<file path="config.mk">
export PLATFORM = sky130hd
export DESIGN_NAME = ext_harness_top
export DESIGN_NICKNAME = d
export VERILOG_FILES = /design/src/common/harness_pkg.sv /design/src/logic/ext_harness_top.sv /design/src/logic/pwr_switch_model.sv /design/src/slow_mem/slow_mem_ctrl.sv /design/src/slow_mem/slow_mem_array.sv /design/src/slow_mem/latency_timer.sv
export SDC_FILE = /design/constraint.sdc
export NUM_CORES = 2
export LEC_CHECK = 0
export ABC_AREA = 0
export BUFFER_PORTS_ARGS = -buffer_cell sky130_fd_sc_hd__buf_2
export CORE_ASPECT_RATIO = 1.75
export CORE_MARGIN = 2
export CORE_UTILIZATION = 40
export CTS_CLUSTER_DIAMETER = 100
export DETAILED_ROUTE_END_ITERATION = 8
export GPL_TIMING_DRIVEN = 1
export PLACE_DENSITY_LB_ADDON = 0.25
export REMOVE_ABC_BUFFERS = 1
export SYNTH_ARGS = -nofsm -noshare
export SYNTH_HDL_FRONTEND = slang
export SYNTH_SLANG_ARGS = --single-unit
</file>
<file path="constraint.sdc">
create_clock -name clk_i -period 7.5 [get_ports clk_i]
set_clock_uncertainty 0.1 [all_clocks]
set_input_delay 1.875 -clock clk_i [delete_from_list [all_inputs] [get_ports clk_i]]
set_output_delay 1.875 -clock clk_i [all_outputs]
set_load 0.005 [all_outputs]
</file>
<file path="src/common/harness_pkg.sv">
// Bus widths and packed types for the external harness.
// Data width must be a multiple of eight, one byte enable per byte.
`default_nettype none

package harness_pkg;

  localparam int unsigned ADDR_WIDTH = 32;
  localparam int unsigned DATA_WIDTH = 32;
  localparam int unsigned BE_WIDTH = DATA_WIDTH / 8;

  // Power domains with a switch line
  localparam int unsigned NUM_BANKS = 2;
  localparam int unsigned EXT_DOMAINS = 1;

  // OBI request, held stable by the requester until gnt
  typedef struct packed {
    logic                  req;
    logic                  we;
    logic [BE_WIDTH-1:0]   be;
    logic [ADDR_WIDTH-1:0] addr;
    logic [DATA_WIDTH-1:0] wdata;
  } obi_req_t;

  // OBI response, rvalid comes the cycle after gnt
  typedef struct packed {
    logic                  gnt;
    logic                  rvalid;
    logic [DATA_WIDTH-1:0] rdata;
  } obi_resp_t;

  // Switch requests in, acknowledges out
  typedef struct packed {
    logic                   cpu;
    logic                   periph;
    logic [NUM_BANKS-1:0]   banks;
    logic [EXT_DOMAINS-1:0] ext;
  } pwr_switch_t;

endpackage

`default_nettype wire
</file>
<file path="src/logic/ext_harness_top.sv">
// Slow OBI memory and power switch acknowledge model.
// The memory answers every address; only the word index bits are decoded.
`timescale 1ns/100ps
`default_nettype none

module ext_harness_top #(
  parameter int unsigned NUM_WORDS     = 128,
  parameter int unsigned MAX_GNT_DELAY = 7,
  parameter int unsigned ACK_LATENCY   = 15
) (
  input  wire                      clk_i,
  input  wire                      rst_n_i,
  input  harness_pkg::obi_req_t    mem_req_i,
  output harness_pkg::obi_resp_t   mem_resp_o,
  input  harness_pkg::pwr_switch_t pwr_switch_i,
  output harness_pkg::pwr_switch_t pwr_switch_ack_o
);

  import harness_pkg::*;

  logic                  timer_start;
  logic                  timer_done;
  logic                  gnt;
  logic                  rvalid;
  logic                  wr_en;
  logic                  rd_en;
  logic [DATA_WIDTH-1:0] rdata;

  slow_mem_ctrl slow_mem_ctrl_i (
    .clk_i        (clk_i),
    .rst_n_i      (rst_n_i),
    .mem_req_i    (mem_req_i),
    .timer_done_i (timer_done),
    .timer_start_o(timer_start),
    .gnt_o        (gnt),
    .rvalid_o     (rvalid),
    .wr_en_o      (wr_en),
    .rd_en_o      (rd_en)
  );

  latency_timer #(
    .MAX_GNT_DELAY(MAX_GNT_DELAY)
  ) latency_timer_i (
    .clk_i  (clk_i),
    .rst_n_i(rst_n_i),
    .start_i(timer_start),
    .done_o (timer_done)
  );

  slow_mem_array #(
    .NUM_WORDS(NUM_WORDS)
  ) slow_mem_array_i (
    .clk_i  (clk_i),
    .rst_n_i(rst_n_i),
    .wr_en_i(wr_en),
    .rd_en_i(rd_en),
    .addr_i (mem_req_i.addr),
    .be_i   (mem_req_i.be),
    .wdata_i(mem_req_i.wdata),
    .rdata_o(rdata)
  );

  assign mem_resp_o = '{gnt: gnt, rvalid: rvalid, rdata: rdata};

  pwr_switch_model #(
    .ACK_LATENCY(ACK_LATENCY)
  ) pwr_switch_model_i (
    .clk_i   (clk_i),
    .rst_n_i (rst_n_i),
    .switch_i(pwr_switch_i),
    .ack_o   (pwr_switch_ack_o)
  );

endmodule

`default_nettype wire

</file>
<file path="src/logic/pwr_switch_model.sv">
// Switch cell model, every line acknowledged ACK_LATENCY cycles later.
// ACK_LATENCY must be at least one.
`timescale 1ns/100ps
`default_nettype none

module pwr_switch_model #(
  parameter int unsigned ACK_LATENCY = 15
) (
  input  wire                     clk_i,
  input  wire                     rst_n_i,
  input  harness_pkg::pwr_switch_t switch_i,
  output harness_pkg::pwr_switch_t ack_o
);

  import harness_pkg::*;

  pwr_switch_t stage_q [ACK_LATENCY];

  always_ff @(posedge clk_i or negedge rst_n_i) begin
    if (!rst_n_i) begin
      for (int i = 0; i < ACK_LATENCY; i++) begin
        stage_q[i] <= '0;
      end
    end else begin
      stage_q[0] <= switch_i;
      for (int i = 1; i < ACK_LATENCY; i++) begin
        stage_q[i] <= stage_q[i-1];
      end
    end
  end

  // Settled acknowledge
  assign ack_o = stage_q[ACK_LATENCY-1];

endmodule

`default_nettype wire

</file>
<file path="src/slow_mem/slow_mem_ctrl.sv">
// OBI slave control, one request outstanding at a time.
// gnt waits on the latency timer; rvalid follows gnt by one cycle.
`timescale 1ns/100ps
`default_nettype none

module slow_mem_ctrl (
  input  wire                  clk_i,
  input  wire                  rst_n_i,
  input  harness_pkg::obi_req_t mem_req_i,
  input  wire                  timer_done_i,
  output logic                 timer_start_o,
  output logic                 gnt_o,
  output logic                 rvalid_o,
  output logic                 wr_en_o,
  output logic                 rd_en_o
);

  typedef enum logic [1:0] {
    ST_IDLE,
    ST_WAIT,
    ST_RESP
  } state_e;

  state_e state_q;
  state_e state_d;

  always_ff @(posedge clk_i or negedge rst_n_i) begin
    if (!rst_n_i) begin
      state_q <= ST_IDLE;
    end else begin
      state_q <= state_d;
    end
  end

  always_comb begin
    state_d       = state_q;
    timer_start_o = 1'b0;
    gnt_o         = 1'b0;
    rvalid_o      = 1'b0;
    wr_en_o       = 1'b0;
    rd_en_o       = 1'b0;

    unique case (state_q)
      ST_IDLE: begin
        // Delay is drawn the cycle req is first seen
        if (mem_req_i.req) begin
          timer_start_o = 1'b1;
          state_d       = ST_WAIT;
        end
      end

      ST_WAIT: begin
        if (timer_done_i) begin
          gnt_o   = 1'b1;
          wr_en_o = mem_req_i.we;
          rd_en_o = ~mem_req_i.we;
          state_d = ST_RESP;
        end
      end

      ST_RESP: begin
        // No back-pressure on the response
        rvalid_o = 1'b1;
        state_d  = ST_IDLE;
      end

      default: begin
        state_d = ST_IDLE;
      end
    endcase
  end

endmodule

`default_nettype wire

</file>
<file path="src/slow_mem/slow_mem_array.sv">
// Word memory, NUM_WORDS a power of two; upper address bits are ignored.
// Contents are not reset, so a word must be written before it is read.
`timescale 1ns/100ps
`default_nettype none

module slow_mem_array #(
  parameter int unsigned NUM_WORDS = 128
) (
  input  wire                                clk_i,
  input  wire                                rst_n_i,
  input  wire                                wr_en_i,
  input  wire                                rd_en_i,
  input  wire  [harness_pkg::ADDR_WIDTH-1:0] addr_i,
  input  wire  [harness_pkg::BE_WIDTH-1:0]   be_i,
  input  wire  [harness_pkg::DATA_WIDTH-1:0] wdata_i,
  output logic [harness_pkg::DATA_WIDTH-1:0] rdata_o
);

  import harness_pkg::*;

  localparam int unsigned IDX_W = $clog2(NUM_WORDS);

  logic [DATA_WIDTH-1:0] mem [NUM_WORDS];
  logic [IDX_W-1:0]      idx;

  // Word index starts above the byte offset
  assign idx = addr_i[IDX_W+1:2];

  always_ff @(posedge clk_i) begin
    for (int b = 0; b < BE_WIDTH; b++) begin
      if (wr_en_i && be_i[b]) begin
        mem[idx][8*b +: 8] <= wdata_i[8*b +: 8];
      end
    end
  end

  // Zero outside the response cycle of a read
  always_ff @(posedge clk_i or negedge rst_n_i) begin
    if (!rst_n_i) begin
      rdata_o <= '0;
    end else if (rd_en_i) begin
      rdata_o <= mem[idx];
    end else begin
      rdata_o <= '0;
    end
  end

endmodule

`default_nettype wire

</file>
<file path="src/slow_mem/latency_timer.sv">
// Random grant delay of 1 to MAX_GNT_DELAY cycles.
// start_i must not come while a countdown is running.
`timescale 1ns/100ps
`default_nettype none

module latency_timer #(
  parameter int unsigned MAX_GNT_DELAY = 7
) (
  input  wire  clk_i,
  input  wire  rst_n_i,
  input  wire  start_i,
  output logic done_o
);

  localparam int unsigned CNT_W = $clog2(MAX_GNT_DELAY + 1);
  localparam logic [15:0] MAX_D = 16'(MAX_GNT_DELAY);

  logic [15:0]      lfsr_q;
  logic             lfsr_fb;
  logic [15:0]      delay;
  logic [CNT_W-1:0] cnt_q;

  // x^16 + x^14 + x^13 + x^11 + 1, free running
  assign lfsr_fb = lfsr_q[15] ^ lfsr_q[13] ^ lfsr_q[12] ^ lfsr_q[10];
  assign delay   = (lfsr_q % MAX_D) + 16'd1;

  always_ff @(posedge clk_i or negedge rst_n_i) begin
    if (!rst_n_i) begin
      lfsr_q <= 16'hace1;
      cnt_q  <= '0;
    end else begin
      lfsr_q <= {lfsr_q[14:0], lfsr_fb};
      if (start_i) begin
        cnt_q <= delay[CNT_W-1:0];
      end else if (cnt_q != '0) begin
        cnt_q <= cnt_q - CNT_W'(1);
      end
    end
  end

  // Last count, d cycles after start
  assign done_o = (cnt_q == CNT_W'(1));

endmodule

`default_nettype wire

</file>
==> impl_summary.log <==
[metrics] run status: finished, final reports clean
[metrics] largest driver fanout on the critical path: 20
[metrics] Synthesis Warnings: 0
[metrics] die span in x: 474.2 um
[metrics] actual transition at the worst max-transition pin: 1.385 ns
[metrics] Num CTS Buffers: 363
[metrics] die extent in y: 826.9 um
[metrics] Final GP Congestion: 0.9044
[metrics] area share of xor/xnor cells in the synthesized design: 0.04527%
[metrics] number of stages on the worst hold path: 0
[metrics] final-layout worst hold slack: 0.2276 ns
[metrics] share of layout cells above drive strength 1: 12.33%
[metrics] Die Outline Area: 0.3921 sq mm
[metrics] endpoint of the most critical register-to-register path: latency_timer_i.cnt_q[2]$_DFFE_PN0P_
[metrics] All-Layer GR Usage: between 20% and 30%
[metrics] start point of the critical path: latency_timer_i.lfsr_q[13]$_DFF_PN1_
[metrics] core area: 0.3858 sq mm
[metrics] clock tree from TritonCTS: yes
[metrics] count of TritonRoute iterations in the first routing pass: 9
[metrics] number of failing setup endpoints in the final timing report: 0
[metrics] vias per inst: 6.325
[metrics] Worst IR Drop VDD: 0.1800 mV
[metrics] adder and majority gate portion of the synthesized area: 0.04850%
[metrics] element type at the critical path end: register
[metrics] clk root buf: clkbuf_16
[metrics] clock latency on the worst-skew pair: 0.97 ns
[metrics] Leak: 53.03 nW
[metrics] Max clock buf depth: 4
[metrics] worst path arrival time: just under 8 ns
[metrics] routed wire length per instance: 36.83 um
[metrics] reported max-cap violation count: 0
[metrics] async set-or-reset flop fraction in the synthesized netlist: 3.030%
[metrics] overflow left after global routing: 0
[metrics] post-synthesis area per instance: 17.71 sq um
[metrics] number of enable flip-flop cells after synthesis: 4,096
[metrics] count of clock tree sinks: approximately 4,200
[metrics] number of hold violations in the final report: 0
[metrics] FP Rows: 302
[metrics] sequential-to-total area share from yosys stat: 81.54%
[metrics] mux share of post-synthesis cell area: less than 1%
[metrics] number of slew-limit violations in the final report: 0
[metrics] complex-gate fraction of the synthesized area: roughly an eighth
[metrics] largest area contributor in the synthesized netlist: edfxtp_1
[metrics] largest cells by area after synthesis: edfxtp_1 79%, a22oi_1 6.3%, a221oi_1 2.2%, a22o_1 2.1%, dfrtp_1 1.9%
[metrics] Post-route DRC: 0
[metrics] Min Clock Period, post-route: 7.148 ns
[metrics] Switching Power: 10.34 mW
[metrics] number of nets in the final layout: 9,112
[metrics] type of the worst setup path: reg2reg
[metrics] overall power after layout: about 48 mW
[metrics] largest net degree at the start of global routing: about 110
[metrics] most common cell after layout, fill and taps aside: edfxtp_1
[metrics] source of the worst register-to-register timing path: latency_timer_i.lfsr_q[13]$_DFF_PN1_
[metrics] crit start category: register
[metrics] filler cell count: 32,650
[metrics] dominant synthesized flop cell: edfxtp_1
[metrics] startpoint of the lowest-slack hold path: pwr_switch_model_i.stage_q[20]$_DFF_PN0_
[metrics] Iter 0 DRT Violations: 12,480
[metrics] antenna violations before repair: between 50 and 60
[metrics] switch share: roughly 22%
[metrics] internal power: roughly 37 mW
[metrics] most frequent cells in the layout: 4,096 x edfxtp_1, 1,290 x a22oi_1, 571 x nor2_1
[metrics] relative slew slack: under 10%
[metrics] global-route wire length before repair: just over 700,000 um
[metrics] fraction of post-synthesis cell area in the top cell type by area: 79.47%
[metrics] largest family of logic cells by synthesized area: compound AO/OA/AOI/OAI gates
[metrics] part of the power in combinational logic: 4.6%
[metrics] reg-to-reg slack, setup: 0.35 ns
[metrics] share of synthesized cell area in and, or, nand and nor gates: 3.403%
[metrics] pwr dens: 270.7 mW/mm^2
[metrics] half-perimeter wire length of the detailed placement result: between 300,000 and 400,000 um
[metrics] number of cell instances on the worst register-to-register path: 27
[metrics] WHS Endpoint: pwr_switch_model_i.stage_q[15]$_DFF_PN0_
[metrics] via total after detailed routing: 92,130
[metrics] share of power burned in registers: between 50% and 60%
[metrics] Syn Inst Count: 8,738
[metrics] relative contribution of the clock network to total power: 40.9%
[metrics] unique cell type count in the Yosys netlist: 82
[metrics] starting density of the core: 40.12%
[metrics] fin crit share: 95.30%
[metrics] worst hold-check path type: reg2reg
[metrics] count of buffers inserted at the top-level ports: 90
[metrics] remaining antenna violation count after routing: 0
[metrics] routed wire length: 536,500 um
[metrics] count of state elements after synthesis: 4,224
[metrics] WP data required: 8.22 ns
[metrics] CTS H-tree lvls: 5
[metrics] cell area after technology mapping: 0.1548 sq mm
[metrics] vias in the first global route: 88,030
[metrics] maximum clock frequency: 139.9 MHz
[metrics] clock slew at the register clock pins of the worst setup and hold paths: 0.07 ns
[metrics] num ports: 116
[metrics] layout overhead on the synthesized area: 13.67%
[worst max-delay path, cell delays in order (launching register included)]
cell,delay [ns]
dfstp_4,0.73
xor2_1,0.10
a221o_1,0.45
a31oi_4,0.33
o211ai_1,0.17
o21ai_1,0.32
nand2_1,0.18
o211a_1,0.29
or3_4,0.47
a211o_1,0.34
a21oi_2,0.22
nor2_1,0.09
a31oi_1,0.20
and3_1,0.25
inv_1,0.06
ha_1,0.21
a21oi_1,0.20
o311ai_0,0.22
o21ai_0,0.16
ha_1,0.18
inv_1,0.08
nor3_2,0.22
nor2_1,0.10
mux2_1,0.35
ha_1,0.25
or3_1,0.40
a211oi_1,0.26
nor3_1,0.08
[what timing repair did]
| item | 4_1_cts | 5_1_grt |
|---|---|---|
| resized for setup | 0 | 25 |
| hold buffers | 0 | 0 |
| endpoints found under the setup margin | 0 | 2 |
| setup buffers | 0 | 6 |
[worst max-delay path by stage]
stage,end,slack [ns],cells after the start
finish,latency_timer_i.cnt_q[2]$_DFFE_PN0P_,0.35,27
global route,latency_timer_i.cnt_q[2]$_DFFE_PN0P_,-0.05,27
CTS,latency_timer_i.cnt_q[2]$_DFFE_PN0P_,0.23,27
detailed placement,latency_timer_i.cnt_q[2]$_DFFE_PN0P_,0.31,27
global placement,latency_timer_i.cnt_q[2]$_DFFE_PN0P_,0.35,27
floorplan,slow_mem_array_i.mem[116][16]$_DFFE_PP_,-27.13,3
[synth_stat cells, drive strengths merged (4+ instances only)]
cell type,number
nand2b,11
clkbuf,412
nor2b,9
nand3,30
o2111ai,8
dfstp,8
nor3,18
or3,6
a211o,9
o311a,4
a221oi,382
o211ai,47
dfrtp,120
nor2,575
or2,4
and2,12
xnor2,6
a22oi,1290
o211a,4
nor4,49
o221ai,4
o22ai,18
buf,216
a211oi,12
edfxtp,4096
inv,16
o21ai,86
or4,18
and3,6
ha,6
nand4,212
a31oi,315
nand2,188
a21boi,4
o31a,5
nor3b,5
a22o,379
mux2i,7
a21oi,91
[area by class of cell]
class                           count  area (sq um)  area share (%)
Antenna cell                       79         197.7          0.1124
Clock buffer                      450          9641           5.480
Clock inverter                    204          2361           1.342
Inverter                           16         60.06         0.03414
Multi-Input combinational cell   3870         26340           14.97
Sequential cell                  4224        126200           71.74
Tap cell                         5168          6466           3.675
Timing Repair Buffer              554          4649           2.643
[power groups by stage]
stage	clock network, mW	registers, mW	logic, mW
after detailed placement	0	26.5	2.17
final	19.5	26.0	2.20
after global placement	0	26.5	2.14
after global routing	20.4	25.9	2.28
after floorplan	0	26.5	1.20
after CTS	19.6	26.0	2.18
[metrics by stage]
step                setup WS (ns)  TNS (ns)  cells  util, %  instance area, sq um
floorplan                  -27.13         -   8110        -                152300
global placement           0.3500         0  13830    42.39                163500
detailed placement         0.3122         0  13830    42.39                163500
CTS                        0.2331         0  14480    45.50                175600
global route             -0.05251  -0.05251  14510    45.57                175800
finish                     0.3522         0  14570    45.60                175900
[sequential cells by signal, indices dropped and copies added, names as in the netlist]
| name | flops |
|---|---|
| latency_timer_i.cnt_q | 3 |
| slow_mem_array_i.rdata_o | 32 |
| pwr_switch_model_i.stage_q | 70 |
| pwr_switch_model_i.ack_o | 5 |
| slow_mem_array_i.mem | 4096 |
| latency_timer_i.lfsr_q | 16 |
| slow_mem_ctrl_i.state_q | 2 |
[kinds of logic (layout without fill, tap and decap cells)]
logic type / count (synthesis) / in the layout
other: 0 / 79
adder cells (fa/ha/maj): 6 / 6
multiplexers: 11 / 11
AO/OA/AOI/OAI: 2696 / 2696
AND/OR/NAND/NOR: 1149 / 1149
flip-flops: 4224 / 4224
XOR/XNOR: 8 / 8
buffers and inverters: 644 / 1224
[layer usage]
metal,vias to the layer above,wire length (um),global-route usage [%]
li1,37130,-,-
met1,47950,183600,30.91
met2,5687,257700,42.63
met3,1298,49110,5.973
met4,64,45560,20.66
met5,-,513,0.2097
Power figures use the tool's default switching activity.
